**src/include/cmv_defs.svh**
```systemverilog
`ifndef CMV_DEFS_SVH
`define CMV_DEFS_SVH

//////////////////////////////////////////////////////////////////////
// sensor pixel bus
//////////////////////////////////////////////////////////////////////

`define CMV_PIXEL_W 10 // raw sensor pixel
`define CMV_BYTE_W 8 // stored pixel, spi data
`define CMV_ADDR_W 7 // spi register address

// row geometry, crop drops the dark columns on both edges
`define CMV_ROW_PIXELS 648
`define CMV_CROP_LEFT 4
`define CMV_CROP_RIGHT 4

//////////////////////////////////////////////////////////////////////
// frame timing
//////////////////////////////////////////////////////////////////////

`define CMV_SETTLE_CYCLES 2500 // start to frame request
`define CMV_FRAME_ROWS 480 // default rows per frame

//////////////////////////////////////////////////////////////////////
// pixel buffer
//////////////////////////////////////////////////////////////////////

`define CMV_FIFO_DEPTH 1024
`define CMV_ALMOST_FULL 896 // host should start draining here

`endif
```
**src/verilog/cmvPkg.sv**
```systemverilog
`include "cmv_defs.svh"

package cmvPkg;

    //////////////////////////////////////////////////////////////////////
    // spi register port
    //////////////////////////////////////////////////////////////////////

    // shifted out msb first, write flag leads
    typedef struct packed {
        logic                   write; // 1 = write, 0 = read back
        logic [`CMV_ADDR_W-1:0] addr;
        logic [`CMV_BYTE_W-1:0] data; // ignored on a read
    } spiCmdT;

    typedef enum logic [2:0] {
        SPI_IDLE,
        SPI_ENABLE,  // en up, sck still low
        SPI_SHIFT,   // 16 bits, low then high phase each
        SPI_TAIL,    // last low phase
        SPI_DISABLE  // en down, done pulse
    } spiStateT;

    //////////////////////////////////////////////////////////////////////
    // frame pipeline
    //////////////////////////////////////////////////////////////////////

    typedef enum logic [1:0] {
        SEQ_IDLE,
        SEQ_SETTLE,
        SEQ_REQUEST, // single cycle
        SEQ_STREAM
    } seqStateT;

    // cropper to fifo, one per cycle
    typedef struct packed {
        logic                   valid;
        logic [`CMV_BYTE_W-1:0] data;
    } pixelBeatT;

    // raw sensor pins
    typedef struct packed {
        logic                    dataValid;
        logic [`CMV_PIXEL_W-1:0] data;
    } sensorInT;

endpackage

```
**src/verilog/rowCropper.sv**
```systemverilog
`include "cmv_defs.svh"

module rowCropper (
    input  logic                clk,
    input  logic                rstN,
    input  logic                streamEn,
    input  cmvPkg::sensorInT    sensorIn,
    output cmvPkg::pixelBeatT   pixelBeat,
    output logic                rowDone
);

    localparam int CNT_W = $clog2(`CMV_ROW_PIXELS + 1);
    localparam int FIRST_PIX = `CMV_CROP_LEFT;
    localparam int LAST_PIX = `CMV_ROW_PIXELS - `CMV_CROP_RIGHT - 1;

    logic [CNT_W-1:0]       pixCnt; // pixels seen in this row, saturates
    logic                   dvPrev;
    logic                   beatValid;
    logic [`CMV_BYTE_W-1:0] beatData;
    logic                   inWindow;
    logic                   rowFull;
    logic                   dvFall;

    assign inWindow = (pixCnt >= CNT_W'(FIRST_PIX)) && (pixCnt <= CNT_W'(LAST_PIX));
    assign rowFull  = (pixCnt == CNT_W'(`CMV_ROW_PIXELS));
    assign dvFall   = dvPrev && !sensorIn.dataValid;

    //////////////////////////////////////////////////////////////////////
    // pixel counter and row end
    //////////////////////////////////////////////////////////////////////

    always_ff @(posedge clk or negedge rstN) begin
        if (!rstN) begin
            pixCnt    <= '0;
            dvPrev    <= 1'b0;
            beatValid <= 1'b0;
            rowDone   <= 1'b0;
        end else begin
            dvPrev    <= sensorIn.dataValid;
            beatValid <= 1'b0;
            rowDone   <= 1'b0;
            if (!streamEn) begin
                pixCnt <= '0; // next frame starts clean
            end else if (dvFall && rowFull) begin
                pixCnt  <= '0;
                rowDone <= 1'b1;
            end else if (sensorIn.dataValid) begin
                beatValid <= inWindow; // drop the dark edges
                if (!rowFull) pixCnt <= pixCnt + 1'b1;
            end
        end
    end

    // upper bits only, lsbs are mostly noise
    always_ff @(posedge clk) begin
        beatData <= sensorIn.data[`CMV_PIXEL_W-1 -: `CMV_BYTE_W];
    end

    assign pixelBeat.valid = beatValid;
    assign pixelBeat.data  = beatData;

endmodule

```
**config.mk**
```make
export PLATFORM = sky130hd
export DESIGN_NAME = rowCropper
export DESIGN_NICKNAME = d
export VERILOG_FILES = /design/src/verilog/cmvPkg.sv /design/src/verilog/rowCropper.sv
export VERILOG_INCLUDE_DIRS = /design/src /design/src/include
export SDC_FILE = /design/constraint.sdc
export NUM_CORES = 1
export LEC_CHECK = 0
export ABC_AREA = 1
export BUFFER_PORTS_ARGS = -buffer_cell sky130_fd_sc_hd__buf_2
export CELL_PAD_IN_SITES_DETAIL_PLACEMENT = 1
export CELL_PAD_IN_SITES_GLOBAL_PLACEMENT = 1
export CORE_MARGIN = 5
export CORE_UTILIZATION = 25
export CTS_CLUSTER_SIZE = 24
export DETAILED_ROUTE_END_ITERATION = 16
export PLACE_DENSITY = 0.58
export SYNTH_ARGS = -nofsm -noshare
export SYNTH_HDL_FRONTEND = slang
export SYNTH_SLANG_ARGS = --single-unit
```
**constraint.sdc**
```tcl
create_clock -name clk -period 4.5 [get_ports clk]
set_input_delay 0.9 -clock clk [delete_from_list [all_inputs] [get_ports clk]]
set_output_delay 0.9 -clock clk [all_outputs]
set_load 0.05 [all_outputs]
```
==> flow_metrics.tcl <==
set metrics [dict create \
    status "complete, no violations" \
    clkPwrFrac 0.348 \
    syn-num-nets 151 \
    r2r_setup_slack_ns 2.84 \
    crit_arrival_ns 0.84 \
    rows 23 \
    fin_ws_ns 2.76 \
    drt_iter0_drc 26 \
    place_inst 204 \
    cts_buffers 3 \
    ctsHoldBuffers 0 \
    via_per_inst 4.43 \
    cts.repair.resized 0 \
    critPathKind "reg -> out" \
    path_cells "buf_2" \
    port-buffer-count 21 \
    seqPwrFrac 0.537 \
    ys_ff_latch 21 \
    h-tree-depth 1 \
    fin_crit_sh 0.386 \
    num_io_pins 24 \
    post_cts_buffers 0 \
    netSwitchingPower_mw 0.0984 \
    utilization 0.311 \
    crit_required_ns 3.60 \
    grt_max_degree 14 \
    layout-drive-gt1-share 0.278 \
    tightest_slew_ns 0.331 \
    crit_cells 1 \
    die_w_um 74.9 \
    synth_cell_types 23 \
    pre_cts_ws_ns 2.64 \
    antenna_found_initial 0 \
    drtAntennaViolNets 0 \
    syn_inst 135 \
    antenna_cells 0 \
    track_usage 0.105 \
    cp_slowest_cell "dfrtp_1" \
    num_vias 921 \
    routabilityCongestion 0.820 \
    grt_pass1_wl_um 4530 \
    internal_power_mw 0.266 \
    grt_overflow 0 \
    slowest_delay_ns 0.32 \
    switching_share 0.270 \
    yosysWarningCount 0 \
    final_nets 175 \
    maxSlewHeadroom 0.779 \
    setup_violations 0 \
    die_area_um2 5610 \
    hp-class "in -> async" \
    cts_buffer_depth 2 \
    clock_sinks 21 \
    dr.pass1.iters 4 \
    dpl.hpwl_um 2070 \
    max_freq_mhz 576 \
    cp_num_buf_inv 1 \
    wirelength_um 2560 \
    final_max_slew_viol_count 0 \
    first_global_vias 989 \
    period_minus_slack_ns 1.74 \
    avgSynthCellArea_um2 7.80 \
    ir_worst_vdd_uv 169 \
    maxCapViolCount 0 \
    critPathMaxFanout 1 \
    area_growth_pct 19.1 \
    p_comb_frac 0.115 \
    cts_root_buffer "clkbuf_8" \
    start_util 0.261 \
    hold_violations 0 \
    fin_skew_ns 0.00533 \
    clock_latency_ns 0.26 \
    syn-cell-area_um2 1050 \
    drc_errors 0 \
    rsz0062_at_grt "false" \
    crit_path_start_kind "register" \
    clk_pin_slew_ns 0.08 \
    mostFrequentLayoutCells "35 x nand2_1, 21 x buf_2, 19 x nor2_1, 16 x inv_1, 13 x dfrtp_1" \
    rr_worst_depth 9 \
    layout_commonest_cell "nand2_1" \
    cp_top_family "flip-flops" \
    fin_setup_tns_ns 0 \
    cts_tree "yes" \
    whs_ns 0.521 \
    ys_seq_area_frac 0.461 \
    rr_startpoint "pixCnt[0]$_DFFE_PN0P_" \
    coreArea_um2 4030 \
    powerDensity_nw_per_um2 291 \
    wire_per_inst_um 12.3 \
    worstReg2RegEnd "pixCnt[5]$_DFFE_PN0P_" \
    power_leakage_nw 0.615 \
    fin_cells 208 \
    dieHeight_um 74.9 \
    cp-end-kind "output port" \
]
-- registers in the layout, indices dropped and copies added, names as in the netlist --
| name | count |
|---|---|
| beatValid | 1 |
| dvPrev | 1 |
| beatData | 8 |
| rowDone | 1 |
| pixCnt | 10 |
-- worst max-delay path by stage --
| stage | startpoint | to | slack (ns) |
|---|---|---|---|
| floorplan | sensorIn[10] | pixCnt[9]$_DFFE_PN0P_ | 2.97 |
| global placement | sensorIn[10] | pixCnt[9]$_DFFE_PN0P_ | 2.66 |
| detailed placement | sensorIn[10] | pixCnt[9]$_DFFE_PN0P_ | 2.64 |
| CTS | beatData[5]$_DFF_P_ | pixelBeat[5] | 2.74 |
| global route | pixCnt[0]$_DFFE_PN0P_ | pixCnt[2]$_DFFE_PN0P_ | 2.68 |
| finish | beatValid$_DFF_PN0_ | pixelBeat[8] | 2.76 |
-- layout make-up --
cell class | instances | area [um2]
fill | 510 | 2770
tap | 50 | 62.6
clock buffer | 3 | 41.3
multi-input combinational | 90 | 473
timing repair buffer | 21 | 105
clock inverter | 1 | 5.00
sequential | 21 | 485
inverter | 22 | 82.6
-- stage by stage --
stage	total power [mW]	instance area, um2
finish	0.365	1250
global route	0.385	1250
CTS	0.371	1250
detailed placement	0.243	1210
global placement	0.242	1210
floorplan	0.227	1050
-- layer usage --
layer  global-route usage  wire (um)  vias to the layer above
met5                    0          0                        -
met4               0.0119         11                        0
met3               0.0401        149                        2
met2                0.174       1170                       24
met1                0.134       1220                      431
li1                     -          -                      464
-- power by group through the flow --
stage	registers (mW)	clock network [mW]	logic [mW]
2_1_floorplan	0.213	0	0.0133
3_3_place_gp	0.200	0	0.0422
3_5_place_dp	0.200	0	0.0430
4_1_cts	0.196	0.132	0.0431
5_1_grt	0.197	0.142	0.0463
6_report	0.196	0.127	0.0421
-- kinds of logic after synthesis --
kind of cell | Yosys count | share of synthesized area
flip-flops | 21 | 0.461
adder cells (fa/ha/maj) | 2 | 0.0237
AND/OR/NAND/NOR | 81 | 0.371
AO/OA/AOI/OAI | 7 | 0.0546
buffers and inverters | 24 | 0.0903
-- synth_stat cells, drive strengths merged --
cell type / number / area, um2
ha: 2 / 25.0
a21oi: 4 / 31.3
dfrtp: 13 / 325
nand2: 38 / 169
buf: 2 / 12.5
nor3: 2 / 10.0
o21ai: 3 / 26.3
nand3: 10 / 55.1
dfxtp: 8 / 160
inv: 22 / 82.6
nor2: 24 / 113
nor4: 2 / 12.5
nand4: 5 / 31.3
(Power assumes the default switching activity.)
