File: config.mk
export PLATFORM = sky130hd
export DESIGN_NAME = frameSequencer
export DESIGN_NICKNAME = d
export VERILOG_FILES = /design/src/verilog/cmvPkg.sv /design/src/verilog/frameSequencer.sv
export VERILOG_INCLUDE_DIRS = /design/src /design/src/include
export SDC_FILE = /design/constraint.sdc
export NUM_CORES = 1
export LEC_CHECK = 0
export BUFFER_PORTS_ARGS = -buffer_cell sky130_fd_sc_hd__buf_2
export CAP_MARGIN = 10
export CORE_MARGIN = 5
export CORE_UTILIZATION = 41
export DETAILED_ROUTE_END_ITERATION = 8
export SYNTH_ARGS = -nofsm -noshare
export SYNTH_HDL_FRONTEND = slang
export SYNTH_SLANG_ARGS = --single-unit
File: constraint.sdc
create_clock -name clk -period 4.4 [get_ports clk]
set_clock_uncertainty 0.2 [all_clocks]
set_input_delay 0.66 -clock clk [delete_from_list [all_inputs] [get_ports clk]]
set_output_delay 0.66 -clock clk [all_outputs]
set_load 0.01 [all_outputs]
File: src/include/cmv_defs.svh
`ifndef CMV_DEFS_SVH
`define CMV_DEFS_SVH

//////////////////////////////////////////////////////////////////////
// sensor pixel bus
//////////////////////////////////////////////////////////////////////

`define CMV_PIXEL_W 10 // raw sensor pixel
`define CMV_BYTE_W 8 // stored pixel, spi data
`define CMV_ADDR_W 7 // spi register address

// row geometry, crop drops the dark columns on both edges
`define CMV_ROW_PIXELS 648
`define CMV_CROP_LEFT 4
`define CMV_CROP_RIGHT 4

//////////////////////////////////////////////////////////////////////
// frame timing
//////////////////////////////////////////////////////////////////////

`define CMV_SETTLE_CYCLES 2500 // start to frame request
`define CMV_FRAME_ROWS 480 // default rows per frame

//////////////////////////////////////////////////////////////////////
// pixel buffer
//////////////////////////////////////////////////////////////////////

`define CMV_FIFO_DEPTH 1024
`define CMV_ALMOST_FULL 896 // host should start draining here

`endif
File: src/verilog/cmvPkg.sv
`include "cmv_defs.svh"

package cmvPkg;

    //////////////////////////////////////////////////////////////////////
    // spi register port
    //////////////////////////////////////////////////////////////////////

    // shifted out msb first, write flag leads
    typedef struct packed {
        logic                   write; // 1 = write, 0 = read back
        logic [`CMV_ADDR_W-1:0] addr;
        logic [`CMV_BYTE_W-1:0] data; // ignored on a read
    } spiCmdT;

    typedef enum logic [2:0] {
        SPI_IDLE,
        SPI_ENABLE,  // en up, sck still low
        SPI_SHIFT,   // 16 bits, low then high phase each
        SPI_TAIL,    // last low phase
        SPI_DISABLE  // en down, done pulse
    } spiStateT;

    //////////////////////////////////////////////////////////////////////
    // frame pipeline
    //////////////////////////////////////////////////////////////////////

    typedef enum logic [1:0] {
        SEQ_IDLE,
        SEQ_SETTLE,
        SEQ_REQUEST, // single cycle
        SEQ_STREAM
    } seqStateT;

    // cropper to fifo, one per cycle
    typedef struct packed {
        logic                   valid;
        logic [`CMV_BYTE_W-1:0] data;
    } pixelBeatT;

    // raw sensor pins
    typedef struct packed {
        logic                    dataValid;
        logic [`CMV_PIXEL_W-1:0] data;
    } sensorInT;

endpackage

File: src/verilog/frameSequencer.sv
`include "cmv_defs.svh"

module frameSequencer #(
    parameter int frameRows = `CMV_FRAME_ROWS
) (
    input  logic clk,
    input  logic rstN,
    input  logic frameStart,
    input  logic rowDone,
    output logic frameBusy,
    output logic frameReq,
    output logic streamEn,
    output logic frameDone
);

    localparam int SETTLE_W = $clog2(`CMV_SETTLE_CYCLES);
    localparam int ROW_W = $clog2(frameRows + 1);

    cmvPkg::seqStateT    state;
    logic [SETTLE_W-1:0] settleCnt;
    logic [ROW_W-1:0]    rowCnt; // rows finished this frame

    //////////////////////////////////////////////////////////////////////
    // sequencer FSM
    //////////////////////////////////////////////////////////////////////

    always_ff @(posedge clk or negedge rstN) begin
        if (!rstN) begin
            state     <= cmvPkg::SEQ_IDLE;
            settleCnt <= '0;
            rowCnt    <= '0;
            frameDone <= 1'b0;
        end else begin
            frameDone <= 1'b0; // single cycle pulse
            case (state)
                cmvPkg::SEQ_IDLE: begin
                    if (frameStart) begin
                        state     <= cmvPkg::SEQ_SETTLE;
                        settleCnt <= '0;
                    end
                end
                cmvPkg::SEQ_SETTLE: begin
                    // exactly SETTLE cycles spent here
                    if (settleCnt == SETTLE_W'(`CMV_SETTLE_CYCLES - 1)) begin
                        state <= cmvPkg::SEQ_REQUEST;
                    end else begin
                        settleCnt <= settleCnt + 1'b1;
                    end
                end
                cmvPkg::SEQ_REQUEST: begin
                    state  <= cmvPkg::SEQ_STREAM;
                    rowCnt <= '0;
                end
                cmvPkg::SEQ_STREAM: begin
                    if (rowDone) begin
                        if (rowCnt == ROW_W'(frameRows - 1)) begin
                            state     <= cmvPkg::SEQ_IDLE; // last row in
                            frameDone <= 1'b1;
                        end else begin
                            rowCnt <= rowCnt + 1'b1;
                        end
                    end
                end
            endcase
        end
    end

    assign frameBusy = (state != cmvPkg::SEQ_IDLE);
    assign frameReq  = (state == cmvPkg::SEQ_REQUEST);
    assign streamEn  = (state == cmvPkg::SEQ_STREAM);

endmodule

==> flow_summary.json <==
{
  "status": "finished clean",
  "crit_path_cell_trace": "inv_1 > ha_1 > nor2b_1 > nor2_1 > mux2_2 > a22o_2",
  "synth_warnings": 0,
  "crit_type": "reg2reg",
  "worstReg2RegEnd": "settleCnt[8]",
  "post-route-util_pct": 45.9,
  "whs_ns": 0.113,
  "drc": 0,
  "overflow": 0,
  "power_per_cell_area_nw_per_um2": 210,
  "port_buffers": 7,
  "area_growth_pct": 6.85,
  "die_w_um": 69.3,
  "holdBufCountCts": 0,
  "critPathMaxStageDelay_ns": 0.56,
  "peakVddDrop_mv": 0.0829,
  "wl_um": 2990,
  "rrSetupSlack_ns": 2.22,
  "cts.clk_slew.worst_paths_ns": 0.13,
  "track_usage_pct": 13.4,
  "initial_core_util_pct": 42.9,
  "core-area_sq_um": 3360,
  "finalSetupViolCount": 0,
  "fin_tns_setup_ns": 0,
  "worst_pin_slew_ns": 0.634,
  "r2r_cells": 6,
  "die_h_um": 69.3,
  "dr_total_vias": 1161,
  "dieArea_sq_um": 4810,
  "syn-num-nets": 161,
  "layout_min_cycle_time_ns": 2.18,
  "place.gp.congestion": 0.841,
  "post_synth_instance_area_sq_um": 1440,
  "htree_levels": 1,
  "cts_buffer_depth": 2,
  "post-cts-setup-buffers": 0,
  "clockRootBuffer": "clkbuf_4",
  "post-route-period-util_pct": 49.5,
  "cap_violations": 0,
  "ys_ff_latch": 24,
  "hold_viol": 0,
  "drv_slew": 0,
  "mostFrequentLayoutCells": "24 x dfrtp_1, 11 x inv_1, 10 x nand2_1, 10 x o21ai_0, 9 x nand3_1",
  "insertion_delay_ns": 0.32,
  "cp.required_ns": 4.42,
  "crit_end": "settleCnt[8]",
  "postRouteAntennaNets": 0,
  "synth_edf_count": 0,
  "arrival_ns": 2.20,
  "post_cts_resized": 0,
  "crit_fanout": 9,
  "dp_hpwl_um": 2140,
  "syn_inst": 151,
  "cts_tree": "built",
  "yosys.area.top_type": "dfrtp_1",
  "fp-row-count": 21,
  "rsz0062_at_grt": "no",
  "drt_iter0_drc": 75,
  "grt_max_degree": 25,
  "drive_above_1_share_pct": 15.3,
  "crit_slowest_cell": "nor2b_1",
  "insertedDiodeCount": 0,
  "dr.pass1.iters": 4,
  "antenna_found_initial": 0,
  "grt_pass1_wl_um": 5320,
  "relSlewSlack_pct": 57.7,
  "top_level_ports": 8,
  "synth-async-reset-ratio_pct": 100,
  "r2r-start": "state[0]",
  "p_leak_uw": 0.000692,
  "ys_seq_area_share_pct": 41.6,
  "cp-end-kind": "flop",
  "yosysTopAreaCellShare_pct": 41.6,
  "hp-class": "in2async",
  "grt_pass1_vias": 1120,
  "synth_area_leaders": "dfrtp_1 42%, ha_1 5.2%, a22o_1 4.2%, o21ai_0 3.5%, nand3_1 3.1%",
  "final_net_count": 169,
  "synth_cell_type_count": 43,
  "vias_per_cell": 5.72,
  "start_kind": "flop",
  "final_common_cell": "dfrtp_1",
  "cts_buffers": 3,
  "critPathLaunch": "state[0]",
  "cts_sinks": 24,
  "routedWlPerCell_um": 14.7,
  "syn_area_per_cell_sq_um": 9.56,
  "max_freq_ghz": 0.459,
  "synth_ff_type": "dfrtp_1"
}
layer usage:
metal / part of all wire, % / GRT usage (%) / vias to the layer above
met2: 45 / 19.5 / 25
met1: 50 / 19.5 / 556
li1: - / - / 576
met5: 0 / 0 / -
met3: 3.9 / 1.88 / 4
met4: 1.5 / 5.86 / 0
kinds of logic after synthesis:
group,count (synthesis),synth area share (%)
AO/OA/AOI/OAI,39,19.5
multiplexers,9,6.93
flip-flops,24,41.6
buffers and inverters,16,4.33
XOR/XNOR,1,0.607
adder cells (fa/ha/maj),6,5.20
AND/OR/NAND/NOR,56,21.8
cell type report:
| cell class | count | area (sq um) |
|---|---|---|
| Tap cell | 46 | 57.6 |
| Timing Repair Buffer | 8 | 40.0 |
| Clock buffer | 3 | 22.5 |
| Fill cell | 359 | 1820 |
| Multi-Input combinational cell | 111 | 781 |
| Inverter | 11 | 41.3 |
| Sequential cell | 24 | 601 |
worst min path at each step:
stage / startpoint / endpoint / slack [ns] / cells past startpoint
global route: rstN / frameDone / 0.14 / 1
finish: rstN / state[1] / 0.11 / 1
floorplan: rstN / frameDone / 0.16 / 0
CTS: rstN / settleCnt[3] / 0.13 / 1
global placement: rowCnt[4] / rowCnt[4] / 0.29 / 1
detailed placement: rowCnt[7] / rowCnt[7] / 0.32 / 1
stage by stage:
step,cell area (sq um),total power (uW),cells,worst slack (ns)
6_report,1540,324,203,2.22
5_1_grt,1540,336,203,2.01
4_1_cts,1540,330,202,1.92
3_5_place_dp,1520,231,199,1.95
3_3_place_gp,1520,231,199,2.11
2_1_floorplan,1440,225,151,2.49
where the power goes:
group / switching [uW] / internal [uW] / total [uW]
clock network: 65.7 / 32.1 / 97.8
logic: 4.99 / 1.08 / 6.07
registers: 0 / 221 / 221
total: 70.7 / 254 / 324
state kept, by name (all words and copies together), names as in the netlist:
register / count
rowCnt: 9
state: 2
settleCnt: 12
frameDone: 1
cell usage after synthesis, types with 4 or more instances:
| master | n |
|---|---|
| o21ai_0 | 10 |
| mux2_2 | 4 |
| inv_1 | 11 |
| a22o_1 | 7 |
| ha_1 | 6 |
| dfrtp_1 | 24 |
| nor2_1 | 8 |
| mux2i_1 | 4 |
| nand4_1 | 5 |
| nand2_1 | 10 |
| nand3_1 | 9 |
| nor3_1 | 8 |
worst max-delay path, delay by kind of cell, from the launching register on:
family / cells / cell delay [ns]
simple gates: 2 / 0.63
flops: 1 / 0.42
mux: 1 / 0.28
fa+ha+maj: 1 / 0.25
compound gates: 1 / 0.20
buf+inv: 1 / 0.11
(Power assumes the default switching activity.)
