--- config.mk ---
export PLATFORM = sky130hd
export DESIGN_NAME = spiRegPort
export DESIGN_NICKNAME = d
export VERILOG_FILES = /design/src/verilog/cmvPkg.sv /design/src/verilog/spiRegPort.sv
export VERILOG_INCLUDE_DIRS = /design/src /design/src/include
export SDC_FILE = /design/constraint.sdc
export NUM_CORES = 1
export LEC_CHECK = 0
export ABC_AREA = 1
export BUFFER_PORTS_ARGS = -buffer_cell sky130_fd_sc_hd__clkbuf_2
export CAP_MARGIN = 40
export CORE_MARGIN = 1.5
export CORE_UTILIZATION = 38
export CTS_BUF_LIST = sky130_fd_sc_hd__clkbuf_4 sky130_fd_sc_hd__clkbuf_8
export DETAILED_ROUTE_END_ITERATION = 10
export PLACE_DENSITY_LB_ADDON = 0.12
export RECOVER_POWER = 100
export SLEW_MARGIN = 15
export SYNTH_ARGS = -nofsm -noshare
export SYNTH_HDL_FRONTEND = slang
export SYNTH_SLANG_ARGS = --single-unit
--- constraint.sdc ---
create_clock -name clk -period 1.6 [get_ports clk]
set_input_delay 0 -clock clk [delete_from_list [all_inputs] [get_ports clk]]
set_output_delay 0 -clock clk [all_outputs]
set_load 0.02 [all_outputs]
--- src/include/cmv_defs.svh ---
`ifndef CMV_DEFS_SVH
`define CMV_DEFS_SVH

//////////////////////////////////////////////////////////////////////
// sensor pixel bus
//////////////////////////////////////////////////////////////////////

`define CMV_PIXEL_W 10 // raw sensor pixel
`define CMV_BYTE_W 8 // stored pixel, spi data
`define CMV_ADDR_W 7 // spi register address

// row geometry, crop drops the dark columns on both edges
`define CMV_ROW_PIXELS 648
`define CMV_CROP_LEFT 4
`define CMV_CROP_RIGHT 4

//////////////////////////////////////////////////////////////////////
// frame timing
//////////////////////////////////////////////////////////////////////

`define CMV_SETTLE_CYCLES 2500 // start to frame request
`define CMV_FRAME_ROWS 480 // default rows per frame

//////////////////////////////////////////////////////////////////////
// pixel buffer
//////////////////////////////////////////////////////////////////////

`define CMV_FIFO_DEPTH 1024
`define CMV_ALMOST_FULL 896 // host should start draining here

`endif
--- src/verilog/cmvPkg.sv ---
`include "cmv_defs.svh"

package cmvPkg;

    //////////////////////////////////////////////////////////////////////
    // spi register port
    //////////////////////////////////////////////////////////////////////

    // shifted out msb first, write flag leads
    typedef struct packed {
        logic                   write; // 1 = write, 0 = read back
        logic [`CMV_ADDR_W-1:0] addr;
        logic [`CMV_BYTE_W-1:0] data; // ignored on a read
    } spiCmdT;

    typedef enum logic [2:0] {
        SPI_IDLE,
        SPI_ENABLE,  // en up, sck still low
        SPI_SHIFT,   // 16 bits, low then high phase each
        SPI_TAIL,    // last low phase
        SPI_DISABLE  // en down, done pulse
    } spiStateT;

    //////////////////////////////////////////////////////////////////////
    // frame pipeline
    //////////////////////////////////////////////////////////////////////

    typedef enum logic [1:0] {
        SEQ_IDLE,
        SEQ_SETTLE,
        SEQ_REQUEST, // single cycle
        SEQ_STREAM
    } seqStateT;

    // cropper to fifo, one per cycle
    typedef struct packed {
        logic                   valid;
        logic [`CMV_BYTE_W-1:0] data;
    } pixelBeatT;

    // raw sensor pins
    typedef struct packed {
        logic                    dataValid;
        logic [`CMV_PIXEL_W-1:0] data;
    } sensorInT;

endpackage

--- src/verilog/spiRegPort.sv ---
`include "cmv_defs.svh"

module spiRegPort (
    input  logic                   clk,
    input  logic                   rstN,
    input  logic                   spiStart,
    input  cmvPkg::spiCmdT         spiCmd,
    input  logic                   spiMiso,
    output logic                   spiBusy,
    output logic                   spiDone,
    output logic [`CMV_BYTE_W-1:0] readData,
    output logic                   sysResN,
    output logic                   spiEn,
    output logic                   spiSck,
    output logic                   spiMosi
);

    localparam int CMD_W = $bits(cmvPkg::spiCmdT); // 16 bits on the wire
    localparam int IDX_W = $clog2(CMD_W);
    localparam int DATA_FIRST = 1 + `CMV_ADDR_W; // first data bit index

    cmvPkg::spiStateT state;
    logic             phase; // 0 = sck low half, 1 = sck high half
    logic [IDX_W-1:0] bitIdx;

    logic [CMD_W-1:0]       shiftReg; // outgoing, msb on mosi
    logic [`CMV_BYTE_W-1:0] rxShift;
    logic                   writeOp;

    //////////////////////////////////////////////////////////////////////
    // control FSM
    //////////////////////////////////////////////////////////////////////

    always_ff @(posedge clk or negedge rstN) begin
        if (!rstN) begin
            state    <= cmvPkg::SPI_IDLE;
            phase    <= 1'b0;
            bitIdx   <= '0;
            sysResN  <= 1'b0; // sensor held in reset until first command
            readData <= '0;
        end else begin
            case (state)
                cmvPkg::SPI_IDLE: begin
                    if (spiStart) begin
                        state   <= cmvPkg::SPI_ENABLE;
                        sysResN <= 1'b1; // sticky from here on
                    end
                end
                cmvPkg::SPI_ENABLE: begin
                    state  <= cmvPkg::SPI_SHIFT;
                    phase  <= 1'b0;
                    bitIdx <= '0;
                end
                cmvPkg::SPI_SHIFT: begin
                    if (!phase) begin
                        phase <= 1'b1;
                    end else begin
                        phase <= 1'b0;
                        if (bitIdx == IDX_W'(CMD_W - 1)) begin
                            state <= cmvPkg::SPI_TAIL; // all bits out
                        end else begin
                            bitIdx <= bitIdx + 1'b1;
                        end
                    end
                end
                cmvPkg::SPI_TAIL: begin
                    state <= cmvPkg::SPI_DISABLE;
                    if (!writeOp) readData <= rxShift; // present with done
                end
                cmvPkg::SPI_DISABLE: state <= cmvPkg::SPI_IDLE;
                default:             state <= cmvPkg::SPI_IDLE;
            endcase
        end
    end

    //////////////////////////////////////////////////////////////////////
    // shift registers
    //////////////////////////////////////////////////////////////////////

    always_ff @(posedge clk) begin
        if (state == cmvPkg::SPI_IDLE && spiStart) begin
            // data field forced to zero on a read
            shiftReg <= {spiCmd.write, spiCmd.addr,
                         spiCmd.data & {`CMV_BYTE_W{spiCmd.write}}};
            writeOp  <= spiCmd.write;
        end else if (state == cmvPkg::SPI_SHIFT && phase) begin
            shiftReg <= {shiftReg[CMD_W-2:0], 1'b0}; // next bit on low phase
            if (bitIdx >= IDX_W'(DATA_FIRST)) begin
                rxShift <= {rxShift[`CMV_BYTE_W-2:0], spiMiso}; // sample on high
            end
        end
    end

    // pin decode
    assign spiBusy = (state != cmvPkg::SPI_IDLE);
    assign spiDone = (state == cmvPkg::SPI_DISABLE);
    assign spiEn   = (state == cmvPkg::SPI_ENABLE) || (state == cmvPkg::SPI_SHIFT) ||
                     (state == cmvPkg::SPI_TAIL);
    assign spiSck  = (state == cmvPkg::SPI_SHIFT) && phase;
    assign spiMosi = spiEn && shiftReg[CMD_W-1]; // low outside a transfer

endmodule

==> qor.txt <==
multi-input logic area: 556 um^2
Total GRT Usage: 0.146
post-synthesis sequential area ratio: 0.647
Crit Path Category: reg2reg
fill cell count: 442
# IOs: 34
TritonCTS Buffers: 5
final routed DRC violation total: 0
maximum clock rate: 657 MHz
synthesized flop and latch total: 42
combinational power share: 0.356
Yosys warning total: 0
critical path endpoint category: register
post-DR vias/cell: 4.74
syn nets: 203
Die Span X: 72.1 um
gr ovfl total: 0
Min-Delay Path Class: in2reg
Sw Pwr: 1.48 mW
unrepaired setup endpoints after global routing: yes
Clock Tree Buf Depth: 2
hold path start: spiCmd[5]
Max IR drop VDD: 0.738 mV
synthesis-to-finish area growth: 24.4%
die height: 72.1 um
starting density of the core: 0.406
Crit path top cell by count: nor2_2
clock latency at the later pin of the worst-skew pair: 290 ps
post-DR wirelength/cell: 11.8 um
worst-margin pin slew: 944 ps
total wire length: 3420 um
layout cells sized above 1: 0.160
initial antenna violation count: 0
Slew headroom: 0.370
CTS Sinks: 42
crit path cell chain: nor2_4 -> nand2_2 -> nor2_2 -> inv_1 -> nor2_2
LEAKAGE: 1.04 nW
min cycle time layout: 1520 ps
number of port buffers: 33
power density cells: 1710 nW/um^2
core area: 4470 um^2
Inserted Diodes: 0
CP Launch Type: register
hold_ws: 8.34 ps
Finish-stage setup viols: 0
Final ANT Viol Nets: 0
worst path arrival time: 1470 ps
outcome: complete, no violations
most frequent cells in the layout: nand2_1 (72), edfxtp_1 (25), nand3_1 (22)
Worst Clk Skew: 7.87 ps
postcts setup bufs: 0
CP startpoint: state[0]$_DFFE_PN0P_
Max H-tree Level: 2
Final HPWL DP: 2480 um
# resized after CTS: 0
via count: 1376
FF/Latch Area: 1180 um^2
root buffer cell: clkbuf_8
clock slew at reported path FFs: 80 ps
Seq pwr share: 0.456
DRT iter0 DRCs: 51
Critical Path Fanout Max: 8
delay-heaviest family, CP: simple AND/OR/NAND/NOR gates
period utilization: 0.952
Post-Syn Area: 1820 um^2
first-pass GRT wire length: 5750 um
Max-cap violations: 0
commonest non-fill, non-tap cell in the layout: nand2_1
Internal Power: 2.38 mW
CP required: 1550 ps
Reg-to-Reg Start: state[0]$_DFFE_PN0P_
CTS tree: done
Yosys cell types: 23
Avg Cell Area, Syn: 10.0 um^2
nets: 259
final hold vios: 0
die area: 5200 um^2
Switching Fraction: 0.384
largest net degree at the start of global routing: 18
critical path's slowest cell: dfrtp_1
biggest cell delay along the critical path: 430 ps
Max Slew Vio Count: 0
# rows: 24
cell count after synthesis: 181
GP Congestion: 0.824
setup slack after layout: 77.3 ps
Worst Path Buf+Inv: 1
Pre-Repair DR Iteration Count: 4
final non-filler cell total: 290
clock power share: 0.188
vias in the first global route: 1306
worst slack at placement: 66.1 ps
DP Cell Count: 268
Power, Total: 3.86 mW
==> routing by layer <==
metal  global-route usage  wire, um
met5                    0         0
met4               0.0566        52
met3               0.0417       136
met2                0.249      1710
met1                0.175      1520
==> through the flow <==
step           area, um^2  TNS [ps]   util
3_5_place_dp         2070         0  0.463
3_3_place_gp         2070         0  0.463
6_report             2260         0  0.505
5_1_grt              2260      -950  0.505
4_1_cts              2310         0  0.516
2_1_floorplan        1820      -790      -
==> synth_stat cells, drive strengths merged <==
cell type	number	area (um^2)
a21oi	1	5.00
and3	1	6.26
buf	2	18.8
clkbuf	1	3.75
clkinv	1	3.75
dfrtp	17	425
edfxtp	25	751
ha	2	25.0
inv	12	45.0
nand2	75	292
nand3	22	110
nand4	3	18.8
nor2	15	87.6
nor3	1	5.00
o21ai	1	5.00
or2	1	6.26
xnor2	1	8.76
==> kinds of logic (layout without fill, tap and decap cells) <==
| kind of cell | Yosys count | after routing | synth area share |
|---|---|---|---|
| and+or+nand+nor | 118 | 118 | 0.289 |
| DFF | 42 | 42 | 0.647 |
| AOI/OAI and AO/OA | 2 | 2 | 0.00550 |
| adders and majority gates | 2 | 2 | 0.0138 |
| buffers and inverters | 16 | 73 | 0.0393 |
| xor gates and xnor gates | 1 | 1 | 0.00482 |
==> power by group through the flow <==
stage	registers (mW)	logic (mW)	clock network [mW]
after floorplan	1.86	0.921	0
after global placement	1.77	1.44	0
after detailed placement	1.79	1.46	0
after CTS	1.77	1.50	0.755
after global routing	1.81	1.55	0.799
final	1.76	1.37	0.727
==> worst paths after layout <==
check,endpoint,slack (ps),depth (start not counted)
max,rxShift[4]$_DFFE_PP_,80,5
min,shiftReg[5]$_DFFE_PP_,8,3
max reg2reg,rxShift[4]$_DFFE_PP_,80,5
min reg2reg,rxShift[1]$_DFFE_PP_,460,0
max in group asynchronous,state[1]$_DFFE_PN0P_,650,2
min in group asynchronous,readData[5]$_DFFE_PN0P_,370,2
==> state kept, by name, summed over array words and instances (netlist names) <==
| signal | count |
|---|---|
| sysResN | 1 |
| rxShift | 8 |
| state | 3 |
| bitIdx | 4 |
| shiftReg | 16 |
| readData | 8 |
| writeOp | 1 |
| phase | 1 |
==> worst reg2reg max path, cell delays in order, from the launching register on <==
cell and delay [ps]:
dfrtp_1 430, nor2_4 190, nand2_2 80, nor2_2 90, inv_1 80, nor2_2 320
==> cell type report <==
class / count / area share
clock inverters: 1 / 0.00388
inverters: 13 / 0.0216
clock buffers: 7 / 0.0399
flip-flops and latches: 42 / 0.520
multi-input cells: 123 / 0.246
well taps: 52 / 0.0288
repair buffers: 52 / 0.140
==> what timing repair did <==
action	CTS	global route
endpoints found under the setup margin	0	24
hold endpoints to repair	30	0
hold buffers	14	0
No activity file was read; power rests on OpenSTA's default activity.
